<file path="config.mk">
export PLATFORM = sky130hd
export DESIGN_NAME = z80_shift_rotate
export DESIGN_NICKNAME = d
export VERILOG_FILES = /design/src/z80_cb_pkg.sv /design/src/z80_shift_rotate.sv
export VERILOG_INCLUDE_DIRS = /design/src /design/src/include
export SDC_FILE = /design/constraint.sdc
export NUM_CORES = 1
export LEC_CHECK = 0
export BUFFER_PORTS_ARGS = -buffer_cell sky130_fd_sc_hd__buf_2
export CAP_MARGIN = 20
export CORE_AREA = 2 2 39 41
export DETAILED_ROUTE_END_ITERATION = 16
export DIE_AREA = 0 0 41 43
export PLACE_DENSITY = 0.57
export SYNTH_ARGS = -nofsm -noshare
export SYNTH_HDL_FRONTEND = slang
export SYNTH_SLANG_ARGS = --single-unit
</file>
<file path="constraint.sdc">
create_clock -name vclk -period 1.1
set_input_delay 0.055 -clock vclk [all_inputs]
set_output_delay 0.055 -clock vclk [all_outputs]
set_load 0.03 [all_outputs]
</file>
<file path="src/include/z80_regs.svh">
// ========================================================================
// Z80 register codes as used in the r field of CB opcodes, and the bit
// positions of the flags in F.
// ========================================================================

`ifndef Z80_REGS_SVH
`define Z80_REGS_SVH

`define REG_B      3'd0
`define REG_C      3'd1
`define REG_D      3'd2
`define REG_E      3'd3
`define REG_H      3'd4
`define REG_L      3'd5
`define REG_HL_IND 3'd6 // (HL) memory operand, not supported.
`define REG_A      3'd7

`define FLAG_S_NUM 7
`define FLAG_Z_NUM 6
`define FLAG_5_NUM 5
`define FLAG_H_NUM 4
`define FLAG_3_NUM 3
`define FLAG_V_NUM 2
`define FLAG_N_NUM 1
`define FLAG_C_NUM 0

`endif
</file>
<file path="src/z80_cb_pkg.sv">
// ========================================================================
// CB instruction word with its shift and bit views, operation codes and
// the parity helper.
// ========================================================================

package z80_cb_pkg;

    localparam logic [7:0] CB_PREFIX = 8'hCB;

    typedef enum logic [2:0] {
        RLC = 3'd0,
        RRC = 3'd1,
        RL  = 3'd2,
        RR  = 3'd3,
        SLA = 3'd4,
        SRA = 3'd5,
        SLL = 3'd6,
        SRL = 3'd7
    } shift_op_e;

    // Same encoding as the top two opcode bits.
    typedef enum logic [1:0] {
        SHIFT_GRP = 2'd0,
        BIT_TST   = 2'd1,
        BIT_RES   = 2'd2,
        BIT_SET   = 2'd3
    } bit_kind_e;

    // Opcode byte in 15:8, prefix byte in 7:0.
    typedef union packed {
        struct packed {
            logic [1:0] group;
            shift_op_e  op;
            logic [2:0] r;
            logic [7:0] prefix;
        } shift_view;
        struct packed {
            bit_kind_e  kind;
            logic [2:0] bit_idx;
            logic [2:0] r;
            logic [7:0] prefix;
        } bit_view;
    } cb_insn_u;

    // High for an even number of set bits.
    function automatic logic parity8(input logic [7:0] value);
        return ~^value;
    endfunction

endpackage

</file>
<file path="src/z80_shift_rotate.sv">
// ========================================================================
// Rotate and shift unit for CB 00-3F: result byte and new F.
// ========================================================================

`timescale 1ns/1ps
`default_nettype none

`include "z80_regs.svh"

module z80_shift_rotate (
    input  z80_cb_pkg::shift_op_e op,
    input  logic [7:0]            operand,
    input  logic [7:0]            f_in,
    output logic [7:0]            result,
    output logic [7:0]            f_out
);

    import z80_cb_pkg::*;

    logic right;
    logic shove_bit;
    logic carry_out;

    // All right-going operations have odd codes.
    assign right = op[0];

    always_comb begin
        case (op)
            RLC:     shove_bit = operand[7];          // Wraps around.
            RRC:     shove_bit = operand[0];
            RL,
            RR:      shove_bit = f_in[`FLAG_C_NUM];   // Through carry.
            SRA:     shove_bit = operand[7];          // Keeps the sign.
            default: shove_bit = 1'b0;
        endcase
    end

    assign result    = right ? {shove_bit, operand[7:1]} : {operand[6:0], shove_bit};
    assign carry_out = right ? operand[0] : operand[7];

    // ====================================================================
    // Flags
    // ====================================================================

    always_comb begin
        f_out              = 8'h00;
        f_out[`FLAG_S_NUM] = result[7];
        f_out[`FLAG_Z_NUM] = (result == 8'h00);
        f_out[`FLAG_5_NUM] = f_in[`FLAG_5_NUM];  // Undocumented, kept.
        f_out[`FLAG_H_NUM] = 1'b0;
        f_out[`FLAG_3_NUM] = f_in[`FLAG_3_NUM];
        f_out[`FLAG_V_NUM] = parity8(result);    // Even parity.
        f_out[`FLAG_N_NUM] = 1'b0;
        f_out[`FLAG_C_NUM] = carry_out;
    end

endmodule

`default_nettype wire

</file>
==> results.md <==
- Outcome: finished, violations left
- Failing checks: setup timing
- Seq cells: 0
- Core Region: 1380 um2
- ANT nets after route: 0
- Worst min path class: input port to primary output
- GRT Residual Overflow: 0
- Starting Density: 21.9%
- Slowest stage cell, crit path: ha_2
- Worst setup EP type: primary output
- Ys Warns: 0
- P_sw: 0.254 mW
- I/O Buffers: 24
- Initial antenna violation count: 0
- Wirelength per Cell: 10.3 um
- N_diodes: 0
- Fin nets: 91
- Switching part of the total: 52.2%
- Avg Synthesized Cell Area: 7.97 um2
- Initial drt markers: 5
- Critical path arrival: 1.35 ns
- Vias per cell: 4.16
- Slowest stage delay, CP: 0.35 ns
- Endpoints failing hold: 0
- I/O pins: 35
- Final setup viols: 2
- Post-synth cell types: 15
- Hold Path Depth: 0
- Critical path's top delay family: adder cells
- Synthesis-to-finish area growth: 89.3%
- CP required: 1.04 ns
- Clk pwr share: 0%
- Crit path kind: input port to primary output
- Clock buffer count: 0
- Row count: 14
- Vias in the first global route: 358
- Period minus WS final: 1.41 ns
- First-pass GRT wire length: 1410 um
- Startpoint types: input port
- Worst Path Max Fanout: 3
- Period utilisation layout: 128%
- Maxcap violations: 0
- Die W: 41 um
- Hold path startpoint: f_in[3]
- Fmax: 710 MHz
- Max IR drop VDD: 0.572 mV
- Pint: 0.232 mW
- Reg power frac: 0%
- DRT Pass-1 Iters: 2
- Util after Layout: 41.4%
- Post-synthesis sequential area ratio: 0%
- Final Slew Violations: 0
- Commonest non-fill, non-tap cell in the layout: buf_2
- FF/Latch Area: 0 um2
- Pwr Total: 0.486 mW
- Logic pwr share: 100.0%
- Worst path bufs/invs: 2
- Routed vias: 341
- TNS Setup: -0.347 ns
- PnR worst setup slack: -0.308 ns
- Die area: 1760 um2
- Unrepaired setup endpoints after global routing: yes
- Residual DRC count: 0
- Power Dens Cells: 848 nW/um2
- Place WS: -0.479 ns
- Routed WL: 843 um
- GRT Total Usage: 10.9%
- Layout cells sized above 1: 68.2%
- Static Leak: 0.311 nW
- Cells after Synth: 38
- Die height: 43 um
- Critical path cell sequence: buf_6 -> mux2i_1 -> o211ai_1 -> o21ai_1 -> ha_2 -> xnor2_2 -> xnor2_2 -> buf_6
- DP HPWL: 725 um
- GPL Wtd Cong: 0.676
- Synth Cell Area: 303 um2
- Most frequent cells in the layout: buf_2, buf_4, inv_1, buf_6
- Min-Delay Endpoint: f_out[3]
- Hold_buf cts: 0
- Largest net degree at the start of global routing: 13
==> metrics by stage <==
step / instances / instance area, um2 / hold WS (ns)
2_1_floorplan: 39 / 350 / 0.242
3_3_place_gp: 82 / 505 / 0.110
3_5_place_dp: 82 / 505 / 0.110
4_1_cts: 83 / 549 / 0.110
5_1_grt: 82 / 573 / 0.110
6_report: 82 / 573 / 0.110
==> synth_stat cells, drive strengths merged (3+ instances only) <==
cell type	n	share of area, %
buf	7	19
xnor2	3	8.7
inv	7	8.7
mux2i	8	26
ha	4	17
==> worst max path at each step <==
stage	startpoint	to	slack (ns)	cells past startpoint
2_1_floorplan	op[2]	f_out[2]	-0.16	6
3_3_place_gp	op[2]	f_out[2]	-0.45	8
3_5_place_dp	op[2]	f_out[2]	-0.48	8
4_1_cts	op[2]	f_out[2]	-0.34	8
5_1_grt	op[2]	f_out[2]	-0.37	8
6_report	op[2]	f_out[2]	-0.31	8
==> logic make-up (layout without fill, tap and decap cells) <==
| group | after synthesis | after routing | synth area share [%] |
|---|---|---|---|
| compound gates | 4 | 4 | 9.50 |
| fa+ha+maj | 4 | 4 | 16.5 |
| xor+xnor | 3 | 3 | 8.68 |
| other cells | 1 | 2 | 1.24 |
| buf+inv | 14 | 41 | 27.3 |
| simple gates | 3 | 3 | 6.61 |
| mux | 9 | 9 | 30.2 |
==> layout make-up <==
| class | count | area [um2] |
|---|---|---|
| well taps | 16 | 20.0 |
| multi-input cells | 25 | 298 |
| repair buffers | 34 | 229 |
| fillers | 149 | 811 |
| inverters | 7 | 26.3 |
==> timing repair <==
| item | CTS | global route |
|---|---|---|
| setup endpoints to repair | 2 | 4 |
| endpoints found under the hold margin | 0 | 0 |
| setup buffers | 1 | 0 |
| pin swaps | 3 | 1 |
| gates resized for setup | 10 | 7 |
==> power by group through the flow <==
stage               Combinational, mW  Clock (mW)  Sequential [mW]
floorplan                       0.312           0                0
global placement                0.408           0                0
detailed placement              0.413           0                0
CTS                             0.475           0                0
global route                    0.520           0                0
finish                          0.486           0                0
==> routing by layer <==
metal | up-vias | routed length [um] | share of wire, % | global-route usage, %
met5 | - | 0 | 0 | 0
met4 | 0 | 0 | 0 | 0
met3 | 0 | 58 | 6.9 | 0
met2 | 14 | 449 | 53 | 20.9
li1 | 176 | - | - | -
met1 | 151 | 335 | 40 | 13.4
(Power assumes the default switching activity.)
