==> src/include/z80_regs.svh <==
// ========================================================================
// Z80 register codes as used in the r field of CB opcodes, and the bit
// positions of the flags in F.
// ========================================================================

`ifndef Z80_REGS_SVH
`define Z80_REGS_SVH

`define REG_B      3'd0
`define REG_C      3'd1
`define REG_D      3'd2
`define REG_E      3'd3
`define REG_H      3'd4
`define REG_L      3'd5
`define REG_HL_IND 3'd6 // (HL) memory operand, not supported.
`define REG_A      3'd7

`define FLAG_S_NUM 7
`define FLAG_Z_NUM 6
`define FLAG_5_NUM 5
`define FLAG_H_NUM 4
`define FLAG_3_NUM 3
`define FLAG_V_NUM 2
`define FLAG_N_NUM 1
`define FLAG_C_NUM 0

`endif
==> src/z80_cb_pkg.sv <==
// ========================================================================
// CB instruction word with its shift and bit views, operation codes and
// the parity helper.
// ========================================================================

package z80_cb_pkg;

    localparam logic [7:0] CB_PREFIX = 8'hCB;

    typedef enum logic [2:0] {
        RLC = 3'd0,
        RRC = 3'd1,
        RL  = 3'd2,
        RR  = 3'd3,
        SLA = 3'd4,
        SRA = 3'd5,
        SLL = 3'd6,
        SRL = 3'd7
    } shift_op_e;

    // Same encoding as the top two opcode bits.
    typedef enum logic [1:0] {
        SHIFT_GRP = 2'd0,
        BIT_TST   = 2'd1,
        BIT_RES   = 2'd2,
        BIT_SET   = 2'd3
    } bit_kind_e;

    // Opcode byte in 15:8, prefix byte in 7:0.
    typedef union packed {
        struct packed {
            logic [1:0] group;
            shift_op_e  op;
            logic [2:0] r;
            logic [7:0] prefix;
        } shift_view;
        struct packed {
            bit_kind_e  kind;
            logic [2:0] bit_idx;
            logic [2:0] r;
            logic [7:0] prefix;
        } bit_view;
    } cb_insn_u;

    // High for an even number of set bits.
    function automatic logic parity8(input logic [7:0] value);
        return ~^value;
    endfunction

endpackage

==> src/z80_bit_ops.sv <==
// ========================================================================
// BIT test flags and RES/SET results for CB 40-FF.
// ========================================================================

`timescale 1ns/1ps
`default_nettype none

`include "z80_regs.svh"

module z80_bit_ops (
    input  z80_cb_pkg::bit_kind_e kind,
    input  logic [2:0]            bit_idx,
    input  logic [7:0]            operand,
    input  logic [7:0]            f_in,
    output logic [7:0]            result,
    output logic [7:0]            f_out
);

    import z80_cb_pkg::*;

    logic [7:0] mask;
    logic       bit_set;

    assign mask    = 8'h01 << bit_idx;
    assign bit_set = operand[bit_idx];

    always_comb begin
        result = operand;
        f_out  = f_in;
        case (kind)
            BIT_RES: result = operand & ~mask;
            BIT_SET: result = operand | mask;
            BIT_TST: begin
                // Z and V both mirror the inverted tested bit.
                f_out[`FLAG_S_NUM] = (bit_idx == 3'd7) && bit_set;
                f_out[`FLAG_Z_NUM] = ~bit_set;
                f_out[`FLAG_H_NUM] = 1'b1;
                f_out[`FLAG_V_NUM] = ~bit_set;
                f_out[`FLAG_N_NUM] = 1'b0;
            end
            default: begin
                result = operand; // Shift group, not used here.
                f_out  = f_in;
            end
        endcase
    end

endmodule

`default_nettype wire

==> config.mk <==
export PLATFORM = sky130hd
export DESIGN_NAME = z80_bit_ops
export DESIGN_NICKNAME = d
export VERILOG_FILES = /design/src/z80_cb_pkg.sv /design/src/z80_bit_ops.sv
export VERILOG_INCLUDE_DIRS = /design/src /design/src/include
export SDC_FILE = /design/constraint.sdc
export NUM_CORES = 1
export LEC_CHECK = 0
export ABC_CLOCK_PERIOD_IN_PS = 1590
export BUFFER_PORTS_ARGS = -buffer_cell sky130_fd_sc_hd__buf_2
export CAP_MARGIN = 20
export CORE_AREA = 8 8 45 47
export DETAILED_ROUTE_END_ITERATION = 8
export DIE_AREA = 0 0 53 55
export PLACE_DENSITY = 0.64
export SYNTH_ARGS = -nofsm -noshare
export SYNTH_HDL_FRONTEND = slang
export SYNTH_SLANG_ARGS = --single-unit
export TNS_END_PERCENT = 30
==> constraint.sdc <==
create_clock -name vclk -period 1.59
set_input_delay 0.2385 -clock vclk [all_inputs]
set_output_delay 0.2385 -clock vclk [all_outputs]
set_load 0.01 [all_outputs]
==> impl_metrics.toml <==
[drt]
vias = 414
final_antenna_net_count = 0
number_of_remaining_drc_errors = 0
drt_iter0_markers = 2
viasPerCell = 4.814
drt_pre_antenna_iters = 4
drt-total-wl_microns = 1148
drt-wirelength-per-cell_microns = 13.35

[setup_path]
cp_data_required_time_ps = 1350
critical_path_depth = 5
cpLargestDelayFamily = "multiplexers"
cp_data_arrival_time_ps = 1340
timing.critical_path.slowest_cell_delay_ps = 440
worst_setup_path_start_kind = "primary input"
worst-setup-path-type = "primary input to output pin"
worst_path_max_delay_cell = "sky130_fd_sc_hd__mux4_2"
timing.critical_path.to = "f_out[6]"
crit_buf_inv = 2
path_max_fanout = 2
startpoint = "operand[1]"
critical_path.most_common_cell = "sky130_fd_sc_hd__buf_2"
worstPathCellList = "buf_2 > mux4_2 > or2_4 > a41oi_2 > buf_2"
timing.critical_path.to_type = "output pin"

[finish]
diodes = 0
area.sequential_sq_um = 0
fin_nets = 93
final.clkbuf_count = 0
area_growth_syn_to_layout_pct = 63.78
layout.sequential_cells = 0
final_layout_size_suffix_gt1_share_pct = 65.71

[die]
core.rowCount = 14
core_region_area_sq_um = 1384
num_io_pins = 37
dieWidth_microns = 53
initial_core_util_pct = 22.97
total_die_area_sq_um = 2915
die_h_microns = 55

[yosys]
synthesis.area_sq_um = 317.8
syn_nets = 63
synth_area_per_cell_sq_um = 7.567
synth-seq-area-share_pct = 0
postSynthCellCount = 42
total_of_warnings_raised_by_yosys = 0
count_of_unique_library_cells_instantiated_by_yosys = 20

[worst_hold_path]
hold_path_class = "primary input to output pin"

[power]
finalPower_mw = 0.1374
cellPowerDensity_nw_per_um2 = 263.9
static-leakage-power_nw = 0.2355
vdd_ir_drop_max_uv = 101.6

[global_routing]
grt_overflow = 0
grt_pass1_wl_microns = 1849
grt_antenna_before_repair = 0
vias_in_the_first_global_route = 434
grt_usage_pct = 7.688
grt_max_degree = 12

[timing]
finalSetupViolations = 0
maxSlewViolCount = 0
rsz0062_at_grt = "true"
period_needed_ps = 1580
finalHoldViolCount = 0
fraction_of_the_cycle_the_final_worst_path_needs_pct = 99.35
setup-tns-final_ps = 0
maxClockFrequency_ghz = 0.6330
tightestPinTransition_ps = 302.8
slew-limit-headroom_pct = 79.77
setup_ws_ps = 10.33

[outcome]
run_status = "complete, no violations"

[clock_network]
post_cts.repair.setup_buffers = 0

[placed_design]
globalplace.congestion = 0.6982
dp_slack_ps = -51.00
dp.final_hpwl_microns = 982.6
placement.io_buffers = 31

[run]
timing.max_cap.violations = 0
## power by group
group | internal, mW | leakage, nW | switching [mW]
combinational | 0.0738 | 0.235 | 0.0635
sequential | 0 | 0 | 0
clock | 0 | 0 | 0
## placed cells by master, fill, tap and decap left out, types with 2 or more instances in the layout
cell / netlist / final
sky130_fd_sc_hd__a41oi_2: 0 / 2
sky130_fd_sc_hd__buf_2: 1 / 28
sky130_fd_sc_hd__buf_4: 3 / 3
sky130_fd_sc_hd__buf_6: 0 / 2
sky130_fd_sc_hd__mux2_2: 8 / 8
sky130_fd_sc_hd__mux2i_1: 2 / 2
sky130_fd_sc_hd__nand2_1: 3 / 3
sky130_fd_sc_hd__nand2b_1: 3 / 3
sky130_fd_sc_hd__nand4_1: 2 / 2
sky130_fd_sc_hd__nand4b_1: 2 / 2
sky130_fd_sc_hd__nor2_1: 3 / 3
sky130_fd_sc_hd__nor3_1: 2 / 2
sky130_fd_sc_hd__nor3b_1: 2 / 2
## synthesized netlist by cell type
cell type / instances / area (sq um)
sky130_fd_sc_hd__mux4_2: 1 / 22.52
sky130_fd_sc_hd__clkbuf_1: 2 / 7.510
sky130_fd_sc_hd__mux2_2: 8 / 90.09
sky130_fd_sc_hd__nand4_1: 2 / 12.51
sky130_fd_sc_hd__nand3b_1: 1 / 7.510
sky130_fd_sc_hd__a41oi_1: 2 / 17.52
sky130_fd_sc_hd__nand2b_1: 3 / 18.77
sky130_fd_sc_hd__nand2_1: 3 / 11.26
sky130_fd_sc_hd__mux2i_1: 2 / 20.02
sky130_fd_sc_hd__nor3_1: 2 / 10.01
sky130_fd_sc_hd__nand3_1: 1 / 5.000
sky130_fd_sc_hd__nor2b_1: 1 / 6.260
sky130_fd_sc_hd__o21ai_0: 1 / 5.000
sky130_fd_sc_hd__nor3b_1: 2 / 15.01
sky130_fd_sc_hd__and2_1: 1 / 6.260
sky130_fd_sc_hd__nand4b_1: 2 / 17.52
sky130_fd_sc_hd__buf_2: 1 / 5.000
sky130_fd_sc_hd__or2_1: 1 / 6.260
sky130_fd_sc_hd__nor2_1: 3 / 11.26
sky130_fd_sc_hd__buf_4: 3 / 22.52
## cell families after synthesis
| kind of cell | synth area share (%) |
|---|---|
| AO/OA/AOI/OAI | 7.086 |
| AND/OR/NAND/NOR | 40.16 |
| buffers and inverters | 11.02 |
| multiplexers | 41.73 |
## timing repair
item                       in CTS  in global routing
setup endpoints to repair       2                  2
hold buffers                    0                  0
resized for setup               6                  1
pin swaps                       2                  2
cloned                          0                  0
## per-layer routing
layer,up-vias,GRT usage [%],wire length [microns]
li1,214,-,-
met1,173,10.27,495
met2,27,11.52,459
met3,0,3.743,193
met4,0,0,0
met5,-,0,0
## metrics by stage
stage                     hold slack [ps]  cells  area [sq um]  utilization [%]
final                               477.0     86         520.5            37.61
after global routing                477.1     86         520.5            37.61
after CTS                           477.1     86         516.7            37.34
after detailed placement            477.1     86         480.5            34.72
after global placement              477.1     86         480.5            34.72
after floorplan                     568.8     42         317.8                -
## how the worst min path moves through the flow
stage,from,to,slack (ps),cells after the start
floorplan,f_in[0],f_out[0],570,1
global placement,f_in[5],f_out[5],480,0
detailed placement,f_in[5],f_out[5],480,0
CTS,f_in[5],f_out[5],480,0
global route,f_in[0],f_out[0],480,0
finish,f_in[5],f_out[5],480,0
## cell type report
cell class                 instances  area [sq um]
fill                             150         863.3
multi-input combinational         36         300.3
timing repair buffer              34         200.2
tap                               16         20.02
Power figures use the tool's default switching activity.
