[src/include/z80_regs.svh]
// ========================================================================
// Z80 register codes as used in the r field of CB opcodes, and the bit
// positions of the flags in F.
// ========================================================================

`ifndef Z80_REGS_SVH
`define Z80_REGS_SVH

`define REG_B      3'd0
`define REG_C      3'd1
`define REG_D      3'd2
`define REG_E      3'd3
`define REG_H      3'd4
`define REG_L      3'd5
`define REG_HL_IND 3'd6 // (HL) memory operand, not supported.
`define REG_A      3'd7

`define FLAG_S_NUM 7
`define FLAG_Z_NUM 6
`define FLAG_5_NUM 5
`define FLAG_H_NUM 4
`define FLAG_3_NUM 3
`define FLAG_V_NUM 2
`define FLAG_N_NUM 1
`define FLAG_C_NUM 0

`endif
[src/z80_cb_pkg.sv]
// ========================================================================
// CB instruction word with its shift and bit views, operation codes and
// the parity helper.
// ========================================================================

package z80_cb_pkg;

    localparam logic [7:0] CB_PREFIX = 8'hCB;

    typedef enum logic [2:0] {
        RLC = 3'd0,
        RRC = 3'd1,
        RL  = 3'd2,
        RR  = 3'd3,
        SLA = 3'd4,
        SRA = 3'd5,
        SLL = 3'd6,
        SRL = 3'd7
    } shift_op_e;

    // Same encoding as the top two opcode bits.
    typedef enum logic [1:0] {
        SHIFT_GRP = 2'd0,
        BIT_TST   = 2'd1,
        BIT_RES   = 2'd2,
        BIT_SET   = 2'd3
    } bit_kind_e;

    // Opcode byte in 15:8, prefix byte in 7:0.
    typedef union packed {
        struct packed {
            logic [1:0] group;
            shift_op_e  op;
            logic [2:0] r;
            logic [7:0] prefix;
        } shift_view;
        struct packed {
            bit_kind_e  kind;
            logic [2:0] bit_idx;
            logic [2:0] r;
            logic [7:0] prefix;
        } bit_view;
    } cb_insn_u;

    // High for an even number of set bits.
    function automatic logic parity8(input logic [7:0] value);
        return ~^value;
    endfunction

endpackage

[src/z80_cb_issue.sv]
// ========================================================================
// Input queue with credit return, and the output credit counter that
// decides when the head instruction fires.
// ========================================================================

`timescale 1ns/1ps
`default_nettype none

module z80_cb_issue #(
    parameter int IN_DEPTH    = 4,
    parameter int OUT_CREDITS = 2
) (
    input  logic                 clk,
    input  logic                 arst_n,
    input  logic                 in_valid,
    input  logic [15:0]          in_insn,
    input  logic                 out_credit,
    output logic                 in_credit,
    output logic                 fire,
    output z80_cb_pkg::cb_insn_u head_insn
);

    import z80_cb_pkg::*;

    localparam int PTR_W = $clog2(IN_DEPTH);
    localparam int CNT_W = $clog2(OUT_CREDITS + 1);

    cb_insn_u         queue_mem [IN_DEPTH];
    logic [PTR_W:0]   wr_ptr;     // Extra bit tells full from empty.
    logic [PTR_W:0]   rd_ptr;
    logic             empty;
    logic             full;
    logic [CNT_W-1:0] credit_cnt;

    assign empty = (wr_ptr == rd_ptr);
    assign full  = (wr_ptr[PTR_W] != rd_ptr[PTR_W]) &&
                   (wr_ptr[PTR_W-1:0] == rd_ptr[PTR_W-1:0]);

    assign fire      = !empty && (credit_cnt != '0);
    assign head_insn = queue_mem[rd_ptr[PTR_W-1:0]];

    // ====================================================================
    // Queue
    // ====================================================================

    always_ff @(posedge clk) begin
        if (in_valid) begin
            queue_mem[wr_ptr[PTR_W-1:0]] <= in_insn;
        end
    end

    always_ff @(posedge clk or negedge arst_n) begin
        if (!arst_n) begin
            wr_ptr    <= '0;
            rd_ptr    <= '0;
            in_credit <= 1'b0;
        end else begin
            if (in_valid) begin
                wr_ptr <= wr_ptr + (PTR_W + 1)'(1);
            end
            if (fire) begin
                rd_ptr <= rd_ptr + (PTR_W + 1)'(1);
            end
            in_credit <= fire;  // One credit back per pop.
        end
    end

    // ====================================================================
    // Output credits
    // ====================================================================

    always_ff @(posedge clk or negedge arst_n) begin
        if (!arst_n) begin
            credit_cnt <= CNT_W'(OUT_CREDITS);
        end else begin
            case ({fire, out_credit})
                2'b10:   credit_cnt <= credit_cnt - CNT_W'(1);
                2'b01:   credit_cnt <= credit_cnt + CNT_W'(1);
                default: credit_cnt <= credit_cnt; // Both or neither.
            endcase
        end
    end

    // Upstream must hold a credit, so a full queue never sees a push.
    assert property (@(posedge clk) disable iff (!arst_n) in_valid |-> !full)
        else $error("push into a full input queue");

    // Downstream returns no more credits than it was given.
    assert property (@(posedge clk) disable iff (!arst_n) credit_cnt <= OUT_CREDITS)
        else $error("output credit counter overflow");

endmodule

`default_nettype wire

[config.mk]
export PLATFORM = sky130hd
export DESIGN_NAME = z80_cb_issue
export DESIGN_NICKNAME = d
export VERILOG_FILES = /design/src/include/z80_regs.svh /design/src/z80_cb_pkg.sv /design/src/z80_cb_issue.sv
export SDC_FILE = /design/constraint.sdc
export NUM_CORES = 1
export LEC_CHECK = 0
export BUFFER_PORTS_ARGS = -buffer_cell sky130_fd_sc_hd__buf_2
export CORE_MARGIN = 2
export CORE_UTILIZATION = 36
export CTS_BUF_LIST = sky130_fd_sc_hd__clkbuf_4 sky130_fd_sc_hd__clkbuf_8
export CTS_CLUSTER_DIAMETER = 150
export DETAILED_ROUTE_END_ITERATION = 7
export HOLD_SLACK_MARGIN = 0.15
export PLACE_DENSITY = 0.56
export SLEW_MARGIN = 20
export SYNTH_ARGS = -nofsm -noshare
export SYNTH_HDL_FRONTEND = slang
export SYNTH_SLANG_ARGS = --single-unit
export TNS_END_PERCENT = 1
[constraint.sdc]
create_clock -name clk -period 4.8 [get_ports clk]
set_clock_uncertainty 0.2 [all_clocks]
set_input_delay 0.96 -clock clk [delete_from_list [all_inputs] [get_ports clk]]
set_output_delay 0.96 -clock clk [all_outputs]
set_load 0.01 [all_outputs]
==> results.md, run 1 <==
* Outcome: complete, no violations
* Post-cts sizing count at 0
* Synth top area share at around 67%
* Critical R2R Launch: rd_ptr[0]$_DFFE_PN0P_
* Largest net degree at the start of global routing at 20
* Leakage power at around 1.2 nW
* Largest area contributor in the netlist: edfxtp_1
* Tmin final at ~3.4 ns
* Hold Fails Final Rpt at 0
* Total negative setup slack at 0 ns
* Initial Util at between 30% and 40%
* DRC at 0
* PwrDens at 598.3 nW/um^2
* Period utilization at roughly 70%
* CTS tree: yes
* Cell Rows at 32
* Non-filler cells, final at 277
* Worst Setup EP: head_insn[4]
* H-tree depth at 3
* Synthesis-to-finish area growth at 15.16%
* Fill cells at between 600 and 700
* Port Buf Inserts at 37
* Hold Buf Count CTS at 0
* Crit start category: flop
* Core area at around 7800 um^2
* R2R Path End: credit_cnt[1]$_DFFE_PN1P_
* DRT antenna net count at 0
* FF-to-FF setup slack at ~2.2 ns
* Critical Path RT at 3.64 ns
* Pint at around 0.0014 W
* Crit. Startpoint: rd_ptr[0]$_DFFE_PN0P_
* Hold Crit Class: input port to asynchronous set/reset pin
* Syn_nets at approximately 150
* Worst Tran Pin Value at ~1.1 ns
* DP Wirelength at 2.964 mm
* Reg2reg path depth at 6
* Worst VDD drop at between 0.2 and 0.3 mV
* Number of synthesized register bits at 73
* Vias at between 1000 and 1500
* Min setup slack post-route at about 1.4 ns
* Top cells by count, synth: edfxtp_1 (64), mux4_1 (13), dfrtp_1 (8)
* Nets@finish at between 150 and 200
* Routed WL at about 4.7 mm
* Fmax at around 0.3 GHz
* Ys Warns at 0
* Wire per inst at approximately 17 um
* Post-synth EDFFs at 64
* Psw at approximately 0.00064 W
* Initial antenna violation count at 0
* Ys async rst share at approximately an eighth
* Die ar. at ~8800 um^2
* Vias/cell at 4.715
* RSZ-0062 raised after global routing: no
* Mean Syn Cell Area at 22.75 um^2
* Combinational share of power at ~30%
* 1st-pass router iterations at 2
* Crit Path Category: flop to output pin
* # clock sinks at 73
* Distinct cells, synth at 20
* Power, Total at 0.001990 W
* Crit path capture type: output pin
* GRT Overall Usage at around an eighth
* Share of cells above drive strength 1 at about 34%
* CP max stage delay at 1.04 ns
* Top FF cell, synth: edfxtp_1
* Number of I/O pins at 38
* Placed cell count at approximately 260
* Vias in the first global route at 1495
* Num CTS Buffers at 9
* DR iter-0 viols at 59
* N_diodes at 0
* Ranking of synthesized cells by area: edfxtp_1 (67%), mux4_1 (12%), dfrtp_1 (6.9%)
* Relative slew slack at roughly 30%
* Register area share after synthesis at approximately three quarters
* CTS max path bufs at 2
* Max_cap viols at 0
* Switching fraction of total power at a little under a third
* Die Ht at around 94 um
* Fin util at between 40 and 50%
* Placer Congestion at between 0.6 and 0.7
* Die W at 93.58 um
* First-pass GRT wire length at roughly 7.6 mm
* Reg clk slew, reported paths at approximately 0.07 ns
* Root Buffer: clkbuf_8
* Clock power frac at 20.0%
* Count leader, synth: edfxtp_1
* Setup Fix Bufs, Post-CTS at 0
* Global route overflow at 0
* Critical path, cell by cell: mux4_1 -> buf_2
* Sequential fraction of design power at 49.1%
* Crit path max-delay cell type: dfrtp_1
* Gate Count Post-Synth at approximately 130
* Worst Path Max Fanout at 19
* Worst EP arrival at around 2.2 ns
* Synthesized area at approximately 2900 um^2
* Worst-Skew Late Latency at ~0.34 ns
* Placement Setup Slack at approximately 1.7 ns
* Final setup viols at 0
* Max Slew Vio Count at 0
-- state kept, by name, summed over array words and instances, names as in the netlist --
name and cells:
credit_cnt 2, in_credit 1, queue_mem 64, rd_ptr 3
wr_ptr 3
-- metrics by stage --
| stage | instance area, um^2 | hold WS, ns |
|---|---|---|
| final | 3327 | 0.2571 |
| after global routing | 3327 | 0.2318 |
| after CTS | 3327 | 0.2410 |
| after detailed placement | 3163 | 0.3400 |
| after global placement | 3163 | 0.3209 |
| after floorplan | 2889 | 0.2991 |
-- worst max-delay path: cells and delay by family, from the launching register on --
kind     cells  cell delay, ns
buf+inv      1            0.16
mux          1            0.67
flops        1            1.04
-- worst min path at each step --
stage / from / to / cells past startpoint
6_report: arst_n / wr_ptr[0]$_DFFE_PN0P_ / 1
4_1_cts: arst_n / credit_cnt[0]$_DFFE_PN0P_ / 1
3_5_place_dp: credit_cnt[1]$_DFFE_PN1P_ / credit_cnt[1]$_DFFE_PN1P_ / 1
2_1_floorplan: credit_cnt[0]$_DFFE_PN0P_ / credit_cnt[0]$_DFFE_PN0P_ / 1
5_1_grt: arst_n / in_credit$_DFF_PN0_ / 1
3_3_place_gp: credit_cnt[0]$_DFFE_PN0P_ / credit_cnt[0]$_DFFE_PN0P_ / 1
-- power groups by stage --
stage,clock (W),sequential [W],combinational (W)
global route,0.000439,0.000999,0.000680
floorplan,0,0.000908,0.000512
finish,0.000398,0.000977,0.000616
CTS,0.000413,0.000986,0.000633
detailed placement,0,0.00100,0.000626
global placement,0,0.000986,0.000607
-- routing by layer --
layer	GRT usage (%)	wire [um]	vias up
met1	12.70	1855	655
met3	7.010	317	6
met5	0	0	-
met4	4.710	63	0
li1	-	-	610
met2	20.92	2470	35
-- area by class of cell --
type | instances | area [um^2] | share of cell area [%]
Sequential cell | 73 | 2148 | 64.57
Multi-Input combinational cell | 45 | 683.2 | 20.53
Timing Repair Buffer | 37 | 185.2 | 5.566
Clock buffer | 10 | 131.4 | 3.949
Tap cell | 102 | 127.6 | 3.836
Clock inverter | 5 | 32.53 | 0.9778
Inverter | 5 | 18.77 | 0.5641
-- logic make-up after synthesis --
| logic type | synth area share [%] |
|---|---|
| simple gates | 1.256 |
| flops | 74.36 |
| mux | 14.68 |
| buf+inv | 1.992 |
| fa+ha+maj | 2.598 |
| xor+xnor | 3.248 |
| compound gates | 1.862 |
-- cell usage in the layout (no fill, tap or decap), types with 4 or more instances in the layout --
cell type	synthesis	layout
mux4_1	13	13
dfrtp_1	8	8
and2_1	4	4
buf_2	1	37
edfxtp_1	64	64
inv_1	5	5
ha_1	6	6
xor2_1	4	4
clkbuf_8	0	9
Power figures use the tool's default switching activity.
==> run 2, diff against run 1 <==
==> constraint.sdc (replaced) <==
create_clock -name clk -period 3.26 [get_ports clk]
set_clock_uncertainty 0.2 [all_clocks]
set_input_delay 0.652 -clock clk [delete_from_list [all_inputs] [get_ports clk]]
set_output_delay 0.652 -clock clk [all_outputs]
set_load 0.01 [all_outputs]
==> results.md, run 2 (synthesis gave the netlist of run 1 again) <==
* Die ar. at slightly below 9000 um^2
* Non-filler cells, final at 281
* Fin util at 43.49%
* Final setup viols at 0
* Cell Rows at 32
* Worst Tran Pin Value at between 0.8 and 0.9 ns
* DR iter-0 viols at 45
* Most frequent cells in the layout: edfxtp_1 (64), buf_2 (37), mux4_1 (13)
* First-pass GRT wire length at ~7.5 mm
* Routed WL at around 4.7 mm
* Max_cap viols at 0
* Crit path max-delay cell type: dfrtp_1
* DRT antenna net count at 0
* Port Buf Inserts at 37
* Placed cell count at between 200 and 300
* Number of I/O pins at 38
* Fmax at 0.3661 GHz
* Top Layer Used: met4
* Critical Path RT at 2.41 ns
* Initial antenna violation count at 0
* CP max stage delay at about 0.9 ns
* Vias/cell at 4.737
* Crit Path Category: flop to output pin
* Setup Fix Bufs, Post-CTS at 0
* CTS max path bufs at 2
* Synthesis-to-finish area growth at 16.93%
* Worst-Skew Late Latency at roughly 0.33 ns
* Outcome: complete, no violations
* Design area at roughly 3400 um^2
* Worst Path Max Fanout at 19
* Post-cts sizing count at 0
* Relative slew slack at between 40 and 50%
* Crit start category: flop
* Share of cells above drive strength 1 at 34.64%
* Tmin final at around 2.7 ns
* Hold Fails Final Rpt at 0
* Total negative setup slack at 0 ns
* Leakage power at 1.250 nW
* Wire per inst at 16.88 um
* Period utilization at between 80% and 90%
* Root Buffer: clkbuf_8
* RSZ-0062 raised after global routing: no
* PwrDens at a little under 900 nW/um^2
* CTS tree: yes
* N_diodes at 0
* Nets@finish at 200
* WL met2 at ~2.4 mm
* Crit path capture type: output pin
* Max Slew Vio Count at 0
* Wl on met1 at between 2 and 2.5 mm
* Max FFs per register at 64
* Die W at roughly 94 um
* Global route overflow at 0
* Die Ht at around 94 um
* Largest net degree at the start of global routing at 20
* Worst VDD drop at around 0.32 mV
* Num CTS Buffers at 9
* Hold Crit Class: input port to flop
* Commonest non-fill, non-tap cell in the layout: edfxtp_1
* DR WL met3 at 300 um
* Placed Area at roughly 3200 um^2
* Critical path, cell by cell: xnor2_2 -> a31oi_4 -> buf_2
* Hold Buf Count CTS at 1
* Reg clk slew, reported paths at 0.08 ns
* # clock sinks at between 70 and 80
* H-tree depth at 3
* 1st-pass router iterations at 5
* Vias at between 1000 and 1500
* Initial Util at 37.19%
* Worst EP arrival at about 1.9 ns
* DRC at 0
* Core area at between 7000 and 8000 um^2
* Placer Congestion at between 0.6 and 0.7
* DP Wirelength at between 2 and 3 mm
* GRT Overall Usage at around 12%
* Vias in the first global route at 1408
## run 2: changes by cell type in the layout (fill, tap and decap cells not counted), sizes merged
cell	change
inv	-1
bufinv	+1
clkinv	+2
buf	+2
clkinvlp	-1
dlygate4sd3	+1
## run 2: through the flow
step / hold slack, ns / total power (W) / setup WS, ns
after detailed placement: 0.3173 / 0.002396 / 0.8536
after global routing: 0.3095 / 0.003211 / 0.3809
after CTS: 0.3138 / 0.003079 / 0.4465
after global placement: 0.3051 / 0.002355 / 0.8908
after floorplan: 0.1564 / 0.002091 / 1.151
final: 0.3340 / 0.003020 / 0.5283
## run 2: path summary, 6_finish.rpt
path	from	to	slack, ns	cells after the start
setup / recovery	rd_ptr[1]$_DFFE_PN0P_	fire	0.53	3
hold / removal	in_insn[1]	queue_mem[3][1]$_DFFE_PP_	0.33	1
setup reg to reg	rd_ptr[1]$_DFFE_PN0P_	credit_cnt[1]$_DFFE_PN1P_	0.88	7
hold reg to reg	credit_cnt[0]$_DFFE_PN0P_	credit_cnt[0]$_DFFE_PN0P_	0.34	1
max in group asynchronous	arst_n	credit_cnt[1]$_DFFE_PN1P_	2.12	2
min in group asynchronous	arst_n	rd_ptr[1]$_DFFE_PN0P_	0.49	2
## run 2: report_power, final
part	total, W	switching (W)	internal, W
registers	0.00138	0.000126	0.00125
logic	0.000972	0.000498	0.000474
clock network	0.000669	0.000312	0.000357
## run 2: worst max-delay path, delay by kind of cell, from the launching register on
kind / cells / cell delay [ns]
DFF: 1 / 0.89
AOI/OAI and AO/OA: 1 / 0.25
xor gates and xnor gates: 1 / 0.22
buffers and inverters: 1 / 0.18
## run 2: layout make-up
cell class	instances	area (um^2)
fillers	710	4389
flip-flops and latches	73	2148
multi-input cells	45	683.2
repair buffers	40	210.2
clock buffers	10	131.4
well taps	102	127.6
clock inverters	6	58.81
inverters	5	18.77
## run 2: routing by layer
layer / track usage (%) / vias to the layer above
met1: 14.06 / 673
met5: 0 / -
li1: - / 614
met4: 4.348 / 0
met2: 19.60 / 38
met3: 5.399 / 6
