[config.mk]
export PLATFORM = sky130hd
export DESIGN_NAME = z80_cb_state
export DESIGN_NICKNAME = d
export VERILOG_FILES = /design/src/z80_cb_pkg.sv /design/src/z80_cb_state.sv
export VERILOG_INCLUDE_DIRS = /design/src /design/src/include
export SDC_FILE = /design/constraint.sdc
export NUM_CORES = 1
export LEC_CHECK = 0
export CAP_MARGIN = 20
export CORE_UTILIZATION = 57
export DETAILED_ROUTE_END_ITERATION = 6
export DONT_BUFFER_PORTS = 1
export PLACE_DENSITY = 0.77
export SYNTH_ARGS = -nofsm -noshare
export SYNTH_HDL_FRONTEND = slang
export SYNTH_SLANG_ARGS = --single-unit
[constraint.sdc]
create_clock -name clk -period 2.4 [get_ports clk]
set_input_delay 0.48 -clock clk [delete_from_list [all_inputs] [get_ports clk]]
set_output_delay 0.48 -clock clk [all_outputs]
set_load 0.05 [all_outputs]
[src/include/z80_regs.svh]
// ========================================================================
// Z80 register codes as used in the r field of CB opcodes, and the bit
// positions of the flags in F.
// ========================================================================

`ifndef Z80_REGS_SVH
`define Z80_REGS_SVH

`define REG_B      3'd0
`define REG_C      3'd1
`define REG_D      3'd2
`define REG_E      3'd3
`define REG_H      3'd4
`define REG_L      3'd5
`define REG_HL_IND 3'd6 // (HL) memory operand, not supported.
`define REG_A      3'd7

`define FLAG_S_NUM 7
`define FLAG_Z_NUM 6
`define FLAG_5_NUM 5
`define FLAG_H_NUM 4
`define FLAG_3_NUM 3
`define FLAG_V_NUM 2
`define FLAG_N_NUM 1
`define FLAG_C_NUM 0

`endif
[src/z80_cb_pkg.sv]
// ========================================================================
// CB instruction word with its shift and bit views, operation codes and
// the parity helper.
// ========================================================================

package z80_cb_pkg;

    localparam logic [7:0] CB_PREFIX = 8'hCB;

    typedef enum logic [2:0] {
        RLC = 3'd0,
        RRC = 3'd1,
        RL  = 3'd2,
        RR  = 3'd3,
        SLA = 3'd4,
        SRA = 3'd5,
        SLL = 3'd6,
        SRL = 3'd7
    } shift_op_e;

    // Same encoding as the top two opcode bits.
    typedef enum logic [1:0] {
        SHIFT_GRP = 2'd0,
        BIT_TST   = 2'd1,
        BIT_RES   = 2'd2,
        BIT_SET   = 2'd3
    } bit_kind_e;

    // Opcode byte in 15:8, prefix byte in 7:0.
    typedef union packed {
        struct packed {
            logic [1:0] group;
            shift_op_e  op;
            logic [2:0] r;
            logic [7:0] prefix;
        } shift_view;
        struct packed {
            bit_kind_e  kind;
            logic [2:0] bit_idx;
            logic [2:0] r;
            logic [7:0] prefix;
        } bit_view;
    } cb_insn_u;

    // High for an even number of set bits.
    function automatic logic parity8(input logic [7:0] value);
        return ~^value;
    endfunction

endpackage

[src/z80_cb_state.sv]
// ========================================================================
// Register file with operand read and write-back, and the retire record.
// ========================================================================

`timescale 1ns/1ps
`default_nettype none

`include "z80_regs.svh"

module z80_cb_state #(
    parameter logic [15:0] RESET_IP = 16'h0100
) (
    input  logic                  clk,
    input  logic                  arst_n,
    input  logic                  fire,
    input  logic                  legal,
    input  z80_cb_pkg::bit_kind_e kind,
    input  logic [2:0]            r,
    input  logic [7:0]            shift_result,
    input  logic [7:0]            shift_f,
    input  logic [7:0]            bit_result,
    input  logic [7:0]            bit_f,
    output logic [7:0]            operand,
    output logic [7:0]            f_cur,
    output logic                  retire_valid,
    output logic [15:0]           retire_ip,
    output logic [7:0]            retire_result,
    output logic [7:0]            retire_f,
    output logic                  retire_illegal
);

    import z80_cb_pkg::*;

    logic [7:0]  reg_a, reg_b, reg_c, reg_d, reg_e, reg_h, reg_l, reg_f;
    logic [15:0] reg_ip;
    logic [7:0]  wdata;
    logic [7:0]  f_new;
    logic        do_write;

    always_comb begin
        case (r)
            `REG_A:  operand = reg_a;
            `REG_B:  operand = reg_b;
            `REG_C:  operand = reg_c;
            `REG_D:  operand = reg_d;
            `REG_E:  operand = reg_e;
            `REG_H:  operand = reg_h;
            `REG_L:  operand = reg_l;
            default: operand = 8'h00;  // (HL), illegal anyway.
        endcase
    end

    assign f_cur    = reg_f;
    assign wdata    = (kind == SHIFT_GRP) ? shift_result : bit_result;
    assign f_new    = (kind == SHIFT_GRP) ? shift_f : bit_f;
    assign do_write = fire && legal && (kind != BIT_TST);  // BIT only sets F.

    // ====================================================================
    // Architectural state
    // ====================================================================

    always_ff @(posedge clk or negedge arst_n) begin
        if (!arst_n) begin
            {reg_a, reg_b, reg_c, reg_d, reg_e, reg_h, reg_l, reg_f} <= '0;
            reg_ip <= RESET_IP;
        end else begin
            if (do_write) begin
                case (r)
                    `REG_A:  reg_a <= wdata;
                    `REG_B:  reg_b <= wdata;
                    `REG_C:  reg_c <= wdata;
                    `REG_D:  reg_d <= wdata;
                    `REG_E:  reg_e <= wdata;
                    `REG_H:  reg_h <= wdata;
                    `REG_L:  reg_l <= wdata;
                    default: reg_l <= reg_l;
                endcase
            end
            if (fire && legal) begin
                reg_f  <= f_new;
                reg_ip <= reg_ip + 16'd2;  // Two-byte opcode.
            end
        end
    end

    // ====================================================================
    // Retire record
    // ====================================================================

    always_ff @(posedge clk or negedge arst_n) begin
        if (!arst_n) begin
            retire_valid <= 1'b0;
        end else begin
            retire_valid <= fire;
        end
    end

    always_ff @(posedge clk) begin
        if (fire) begin
            retire_ip      <= reg_ip;  // IP of this instruction.
            retire_result  <= legal ? wdata : 8'h00;
            retire_f       <= legal ? f_new : reg_f;
            retire_illegal <= !legal;
        end
    end

endmodule

`default_nettype wire

==> impl_metrics.yaml, run 1 <==
critical_path:
  ff2ff_path_depth: 4
  arrival_ns: 1.76
  critPathKind: "reg2out"
  timing.critical_path.required_ns: 1.92
  path_cells: "mux4_2, a221oi_1, nor2_1, buf_4"
  worst_path_max_delay_cell: "mux4_2"
  r2r_end: "reg_ip[12]$_DFFE_PN0N_"
  slowest_delay_ns: 0.46
  r2r_slack_ns: 0.69
  end_kind: "output port"
  critPathMaxFanout: 2
  r2r_start: "reg_ip[4]$_DFFE_PN0N_"
  start_kind: "flip-flop"
timing:
  max-slew-margin-rel_pct: 59.0
  max_freq_ghz: 0.446
  maxSlewViolCount: 0
  post-route-min-period_ns: 2.24
  setup_ws_ns: 0.158
  worstMarginPinSlew_ns: 0.610
  rsz0062_at_grt: "no"
  finalSetupViolCount: 0
  skew_ns: 0.00845
  hold_violations: 0
  fin_crit_sh_pct: 93.4
grt:
  grt_max_degree: 81
  antenna_found_initial: 0
  grt_pass1_vias: 2864
  track_usage_pct: 22.9
  grt_pass1_wl_um: 15300
  overflow: 0
logic_synthesis:
  async_flop_share_pct: 71.4
  avgSynthCellArea_um2: 13.9
  yosysWarnings: 0
  synth_top_family_by_area: "multiplexers"
  synth_edf_count: 32
  syn-cell-area_um2: 4930
  synth_compound_area_share_pct: 4.52
  synthDistinctLibCells: 41
  syn_nets: 397
  synth_cells: 354
  yosys.area_share.adder_pct: 0.508
  ys_seq_area_share_pct: 60.2
  synth-simple-area-share_pct: 7.52
  synth_seq_cells: 112
  synth_ff_type: "dfrtp_1"
  synth_mux_area_share_pct: 22.4
  yosys.area_share.xor_xnor_pct: 2.49
routing:
  ant_nets: 0
  via_count: 2766
  route.detailed.drc: 0
  wl_per_cell_um: 19.6
  vias_per_cell: 5.84
  wl_um: 9280
  drt_iter0_markers: 118
  drt_pass1_iterations: 4
layout:
  drive_above_1_share_pct: 29.8
  syn2layout_area_growth_pct: 8.48
  fill_cells: 624
  multiInputGateArea_um2: 1860
  design_area_um2: 5340
  fin_nets: 407
  layout_common_cells: "dfrtp_1 (79), mux2_2 (59), edfxtp_1 (32)"
  antenna_cells: 0
  regArea_um2: 2960
  layout_commonest_cell: "dfrtp_1"
cts:
  clk_pin_slew_worst_paths_ns: 0.12
  htreeDepth: 3
  cts_tree: "built"
  clockRootBuffer: "clkbuf_8"
  clockBufferDepth: 2
  postCtsSetupBuffers: 0
  cts_resized: 0
  cts-buffers-inserted: 9
  clock_latency_ns: 0.37
  clock_sinks: 112
run_status:
  outcome: "finished, final reports clean"
place:
  place_ws_ns: 0.351
  dp_hpwl_um: 6230
  place_congestion: 0.815
  io_buffer_count: 0
  place_area_um2: 5100
worst_hold_path:
  min_path_type: "in2async"
floorplan:
  start_util_pct: 59.4
  dieArea_um2: 9020
  row_count: 33
  die_x_um: 95.0
  num_io_pins: 91
  fp.dieH_um: 95.0
  core-area_um2: 8300
power:
  power_density_nw_per_um2: 899
  peakVddDrop_mv: 0.400
  total_power_uw: 4810
  leakage_uw: 0.00227
flow_run:
  maxCapViolations: 0
[layout make-up]
class,instances,share of cell area (%)
Timing Repair Buffer,16,2.86
Inverter,4,0.281
Tap cell,105,2.46
Sequential cell,112,55.5
Clock buffer,9,2.32
Multi-Input combinational cell,221,34.9
Clock inverter,7,1.73
[sequential cells by signal (all words and copies together), names as in the netlist]
register	flops
reg_d	8
reg_b	8
retire_illegal	1
reg_e	8
retire_valid	1
retire_f	8
f_cur	8
reg_a	8
reg_h	8
reg_c	8
reg_l	8
reg_ip	15
retire_ip	15
retire_result	8
[metrics by stage]
step	instances	hold WS, ns	TNS (ns)	utilization, %
final	474	0.00266	0	64.4
after global routing	474	0.0203	0	64.4
after CTS	474	0.00606	0	64.4
after detailed placement	457	0.187	0	61.5
after global placement	457	0.187	0	61.5
after floorplan	354	0.184	-0.799	-
[kinds of logic (layout without fill, tap and decap cells)]
| kind of cell | after synthesis | count (layout) |
|---|---|---|
| mux | 93 | 93 |
| other cells | 1 | 1 |
| flops | 112 | 112 |
| buf+inv | 21 | 36 |
| compound gates | 36 | 36 |
| fa+ha+maj | 2 | 2 |
| xor+xnor | 14 | 14 |
| simple gates | 75 | 75 |
[synthesized netlist by cell type (3+ instances only)]
| master | n | share of area [%] |
|---|---|---|
| nor3_2 | 3 | 0.61 |
| buf_2 | 5 | 0.51 |
| buf_4 | 4 | 0.61 |
| mux2_2 | 59 | 13 |
| and3_1 | 4 | 0.51 |
| edfxtp_1 | 32 | 20 |
| mux2i_1 | 22 | 4.5 |
| a211oi_1 | 3 | 0.46 |
| inv_1 | 4 | 0.30 |
| xor2_1 | 4 | 0.71 |
| nand2_1 | 11 | 0.84 |
| a221oi_1 | 3 | 0.53 |
| nand3_1 | 5 | 0.51 |
| clkbuf_1 | 6 | 0.46 |
| nand4_1 | 4 | 0.51 |
| xnor2_1 | 10 | 1.8 |
| dfrtp_1 | 79 | 40 |
| nor2_1 | 31 | 2.4 |
| and2_1 | 10 | 1.3 |
| mux2_4 | 8 | 2.4 |
| a21oi_1 | 21 | 2.1 |
[worst max-delay path by stage]
stage,endpoint,slack (ns),start
floorplan,operand[2],-0.36,r[1]
global placement,operand[0],0.35,r[1]
detailed placement,operand[0],0.35,r[1]
CTS,operand[0],0.13,reg_l[0]$_DFFE_PN0P_
global route,operand[0],0.05,reg_l[0]$_DFFE_PN0P_
finish,operand[0],0.16,reg_l[0]$_DFFE_PN0P_
[timing repair]
item,in CTS,in global routing
endpoints found under the hold margin,80,0
setup endpoints to repair,0,0
hold buffers,1,0
[power by group]
group	internal [uW]	switching, uW
Sequential	2340	488
Combinational	426	367
Clock	507	674
Total	3280	1530
[worst max-delay path, delay by kind of cell, from the launching register on]
family,cells,cell delay (ns)
multiplexers,1,0.46
AND/OR/NAND/NOR,1,0.08
flip-flops,1,0.39
buffers and inverters,1,0.19
AO/OA/AOI/OAI,1,0.28
[metal layers]
metal	track usage, %	vias to the layer above	part of all wire, %
met5	0	-	0
met4	8.71	0	1.6
li1	-	1295	-
met3	4.91	12	4.1
met1	31.6	1403	46
met2	35.7	56	49
Note: power is estimated with default switching activity, not from simulation.
==> inputs of run 2 (changes only) <==
--- a/config.mk
+++ b/config.mk
@@ -10,6 +10,7 @@
 export CORE_UTILIZATION = 57
 export DETAILED_ROUTE_END_ITERATION = 6
 export DONT_BUFFER_PORTS = 1
+export MAX_ROUTING_LAYER = met4
 export PLACE_DENSITY = 0.77
 export SYNTH_ARGS = -nofsm -noshare
 export SYNTH_HDL_FRONTEND = slang
==> run 2 against run 1 <==
Clock skew is essentially flat. Sequential cell count unchanged. Cell area unchanged. Non-clock buffer count unchanged. Sequential share of layout area unchanged. Critical path depth is the same. Final cell count unchanged. Die area stayed put. Critical path type unchanged. Largest cell class unchanged. Largest power group unchanged. Highest routed layer unchanged.
==> impl_metrics.yaml, run 2 (synthesized netlist as in run 1, its figures left out) <==
run_status:
  outcome: "finished, final reports clean"
routing:
  via_count: 2795
  ant_nets: 0
  wl_um: 9300
  vias_per_cell: 5.90
  drt_iter0_markers: 112
  wl_per_cell_um: 19.6
  route.detailed.drc: 0
  drt_pass1_iterations: 4
power:
  power_frac_comb_pct: 16.5
  p_int_uw: 3280
  clkPwrFrac_pct: 24.6
  p_switching_uw: 1530
  power_density_nw_per_um2: 899
  peakVddDrop_mv: 0.399
  leakage_uw: 0.00227
  p_seq_share_pct: 59.0
  swShare_pct: 31.8
critical_path:
  start_kind: "flip-flop"
  critPathMaxFanout: 2
  critPathKind: "reg2out"
  end_kind: "output port"
  r2r_slack_ns: 0.67
  arrival_ns: 1.77
  timing.critical_path.required_ns: 1.92
place:
  place_congestion: 0.827
  place_inst: 457
  io_buffer_count: 0
  place_area_um2: 5100
  dp_hpwl_um: 6230
timing:
  hold_violations: 0
  finalSetupViolCount: 0
  hold_slack_ns: 0.000464
  post-route-min-period_ns: 2.25
  maxSlewViolCount: 0
  skew_ns: 0.00857
  max_freq_ghz: 0.444
  fin_crit_sh_pct: 93.8
  rsz0062_at_grt: "no"
  max-slew-margin-rel_pct: 58.5
  worstMarginPinSlew_ns: 0.616
layout:
  layout_common_cells: "dfrtp_1 (79), mux2_2 (59), edfxtp_1 (32)"
  design_area_um2: 5340
  fill_cells: 624
  final_cells: 474
  drive_above_1_share_pct: 29.8
  regArea_um2: 2960
  antenna_cells: 0
  layout_commonest_cell: "dfrtp_1"
  top_regs: "reg_ip (15), retire_ip (15)"
  multiInputGateArea_um2: 1860
  fin_nets: 407
  syn2layout_area_growth_pct: 8.48
floorplan:
  row_count: 33
  fp.dieH_um: 95.0
  dieArea_um2: 9020
  num_io_pins: 91
  die_x_um: 95.0
  core-area_um2: 8300
  start_util_pct: 59.4
flow_run:
  maxCapViolations: 0
cts:
  clock_sinks: 112
  htreeDepth: 3
  cts_tree: "built"
  clockRootBuffer: "clkbuf_8"
  clk_pin_slew_worst_paths_ns: 0.12
  clockBufferDepth: 2
  clock_latency_ns: 0.37
  postCtsSetupBuffers: 0
  cts-buffers-inserted: 9
grt:
  overflow: 0
  antenna_found_initial: 0
  grt_max_degree: 81
  track_usage_pct: 23.7
  grt_pass1_vias: 2865
  grt_pass1_wl_um: 15300
worst_hold_path:
  min_path_type: "in2async"
## run 2: stage by stage
step / util (%) / TNS, ns / setup WS [ns] / total power [uW]
final: 64.4 / 0 / 0.149 / 4800
after global routing: 64.4 / 0 / 0.0440 / 5030
after CTS: 64.4 / 0 / 0.133 / 4830
after detailed placement: 61.5 / 0 / 0.351 / 3640
after global placement: 61.5 / 0 / 0.350 / 3600
after floorplan: - / -0.799 / -0.356 / 3440
## run 2: cell type report
class | count | area share, %
inverter | 4 | 0.281
tap | 105 | 2.46
clock buffer | 9 | 2.32
clock inverter | 7 | 1.73
multi-input combinational | 221 | 34.9
timing repair buffer | 16 | 2.86
sequential | 112 | 55.5
## run 2: timing repair
item,CTS,global route
hold buffers,1,0
hold endpoints to repair,80,0
gates resized for setup,0,0
## run 2: worst paths after layout
| kind | start | end | cells past startpoint |
|---|---|---|---|
| max in group asynchronous | arst_n | reg_ip[8]$_DFFE_PN1N_ | 1 |
| worst min-delay path | arst_n | reg_ip[3]$_DFFE_PN0N_ | 1 |
| min in group clk | fire | retire_valid$_DFF_PN0_ | 0 |
| worst max-delay path | reg_l[0]$_DFFE_PN0P_ | operand[0] | 4 |
| worst min register to register | reg_ip[15]$_DFFE_PN0N_ | reg_ip[15]$_DFFE_PN0N_ | 1 |
| worst max register to register | reg_ip[4]$_DFFE_PN0N_ | reg_ip[12]$_DFFE_PN0N_ | 4 |
## run 2: metal layers
metal,vias to the layer above,track usage (%),part of all wire (%),wire (um)
li1,1302,-,-,-
met1,1413,32.3,46,4250
met2,67,35.4,49,4520
met3,13,4.51,4.2,387
met4,0,8.71,1.6,147
met5,-,-,0,0
## run 2: power by group through the flow
stage | clock (uW) | combinational [uW] | sequential [uW]
5_1_grt | 1280 | 868 | 2880
6_report | 1180 | 791 | 2830
2_1_floorplan | 0 | 646 | 2800
4_1_cts | 1200 | 799 | 2830
3_3_place_gp | 0 | 736 | 2860
3_5_place_dp | 0 | 765 | 2870
## run 2: worst max-delay path: stages (launching register included)
cell and delay (ns):
dfrtp_1 0.39, mux4_2 0.47, a221oi_1 0.28, nor2_1 0.08, buf_4 0.19
==> inputs of run 3 (changes only) <==
--- a/config.mk
+++ b/config.mk
@@ -7,6 +7,7 @@
 export NUM_CORES = 1
 export LEC_CHECK = 0
 export CAP_MARGIN = 20
+export CORE_ASPECT_RATIO = 1.5
 export CORE_UTILIZATION = 57
 export DETAILED_ROUTE_END_ITERATION = 6
 export DONT_BUFFER_PORTS = 1
==> run 3 against run 2 <==
Clock-buffer cell count is the same. Critical path type unchanged. Utilization grew 0.21 points. Die area is essentially flat. Largest cell class unchanged. Maximum frequency grew 2.4%. Combinational power shrank 0.6%. Clock skew is essentially flat. Critical endpoint unchanged. Worst setup slack gained 0.053 ns. Sequential cell count is the same. Register-to-register slack gained 0.04 ns.
==> impl_metrics.yaml, run 3 (synthesized netlist as in run 1, its figures left out) <==
critical_path:
  end_kind: "output port"
  start_kind: "flip-flop"
  r2r_end: "reg_ip[12]$_DFFE_PN0N_"
  arrival_ns: 1.72
  slowest_delay_ns: 0.46
  critPathKind: "reg2out"
  path_cells: "mux4_2, a221oi_1, nor2_1, buf_4"
  r2r_start: "reg_ip[4]$_DFFE_PN0N_"
  r2r_slack_ns: 0.71
  worst_path_max_delay_cell: "mux4_2"
  timing.critical_path.required_ns: 1.92
  critPathMaxFanout: 2
  ff2ff_path_depth: 4
  startpoint: "reg_h[0]$_DFFE_PN0P_"
run_status:
  outcome: "finished, final reports clean"
grt:
  grt_max_degree: 81
  overflow: 0
  track_usage_pct: 24.1
  grt_pass1_wl_um: 15500
  grt_pass1_vias: 2964
  antenna_found_initial: 0
layout:
  drive_above_1_share_pct: 30.1
  regArea_um2: 2960
  layout_common_cells: "dfrtp_1 (79), mux2_2 (59), edfxtp_1 (32)"
  syn2layout_area_growth_pct: 10.3
  fill_cells: 636
  antenna_cells: 0
  top_regs: "reg_ip (15), retire_ip (15)"
  multiInputGateArea_um2: 1860
  design_area_um2: 5440
  layout_commonest_cell: "dfrtp_1"
  final_cells: 476
  fin_nets: 407
power:
  peakVddDrop_mv: 0.530
  leakage_uw: 0.00232
  power_density_nw_per_um2: 961
  total_power_uw: 5220
timing:
  hold_slack_ns: 0.0137
  tns_ns: 0
  worstMarginPinSlew_ns: 0.583
  finalSetupViolCount: 0
  rsz0062_at_grt: "no"
  max-slew-margin-rel_pct: 60.8
  post-route-min-period_ns: 2.20
  max_freq_ghz: 0.455
  maxSlewViolCount: 0
  skew_ns: 0.00838
  fin_crit_sh_pct: 91.6
  hold_violations: 0
place:
  io_buffer_count: 0
  place_inst: 459
  place_congestion: 0.839
  place_area_um2: 5090
  dp_hpwl_um: 6380
routing:
  wl_um: 9580
  wl_per_cell_um: 20.1
  drt_iter0_markers: 112
  route.detailed.drc: 0
  vias_per_cell: 5.99
  via_count: 2852
  ant_nets: 0
  drt_pass1_iterations: 4
floorplan:
  num_io_pins: 91
  start_util_pct: 58.6
  die_x_um: 77.9
  fp.dieH_um: 116
  dieArea_um2: 9030
  row_count: 41
  core-area_um2: 8410
cts:
  clockBufferDepth: 2
  clockRootBuffer: "clkbuf_16"
  clock_latency_ns: 0.35
  htreeDepth: 3
  cts_tree: "built"
  cts-buffers-inserted: 9
  clock_sinks: 112
  clk_pin_slew_worst_paths_ns: 0.07
flow_run:
  maxCapViolations: 0
worst_hold_path:
  min_path_type: "in2async"
-- run 3: final cells by class --
| type | count | share of cell area [%] |
|---|---|---|
| clock buffer | 9 | 4.14 |
| clock inverter | 7 | 1.70 |
| inverter | 4 | 0.276 |
| multi-input combinational | 221 | 34.3 |
| sequential | 112 | 54.5 |
| tap | 107 | 2.46 |
| timing repair buffer | 16 | 2.58 |
-- run 3: worst max-delay path, delay by kind of cell, from the launching register on --
| family | cells | cell delay (ns) |
|---|---|---|
| AO/OA/AOI/OAI | 1 | 0.25 |
| buffers and inverters | 1 | 0.19 |
| flip-flops | 1 | 0.40 |
| multiplexers | 1 | 0.46 |
| AND/OR/NAND/NOR | 1 | 0.07 |
-- run 3: timing repair --
| item | CTS | global route |
|---|---|---|
| buffers inserted | 0 | 0 |
| hold buffers | 1 | 0 |
| hold endpoints to repair | 80 | 0 |
| resized for setup | 0 | 0 |
-- run 3: power breakdown --
| part | switching [uW] | total [uW] | internal (uW) |
|---|---|---|---|
| registers | 495 | 2840 | 2350 |
| logic | 363 | 786 | 423 |
| clock network | 677 | 1590 | 917 |
| total | 1540 | 5220 | 3690 |
-- run 3: how the worst max path moves through the flow --
| stage | slack [ns] | to |
|---|---|---|
| floorplan | -0.36 | operand[2] |
| global placement | 0.36 | operand[1] |
| detailed placement | 0.31 | operand[1] |
| CTS | 0.18 | operand[0] |
| global route | 0.08 | operand[0] |
| finish | 0.20 | operand[0] |
-- run 3: per-stage QoR --
| stage | setup WS [ns] | util [%] |
|---|---|---|
| 4_1_cts | 0.183 | 64.6 |
| 3_3_place_gp | 0.358 | 60.5 |
| 6_report | 0.202 | 64.6 |
| 5_1_grt | 0.0799 | 64.6 |
| 2_1_floorplan | -0.356 | - |
| 3_5_place_dp | 0.310 | 60.5 |
-- run 3: layer usage --
| metal | part of all wire [%] | up-vias | wire length [um] | track usage, % |
|---|---|---|---|---|
| met1 | 41 | 1431 | 3890 | 28.9 |
| met4 | 3.4 | 0 | 327 | 14.3 |
| met5 | 0 | - | 0 | - |
| li1 | - | 1297 | - | - |
| met2 | 52 | 99 | 4960 | 38.8 |
| met3 | 4.2 | 25 | 403 | 3.70 |
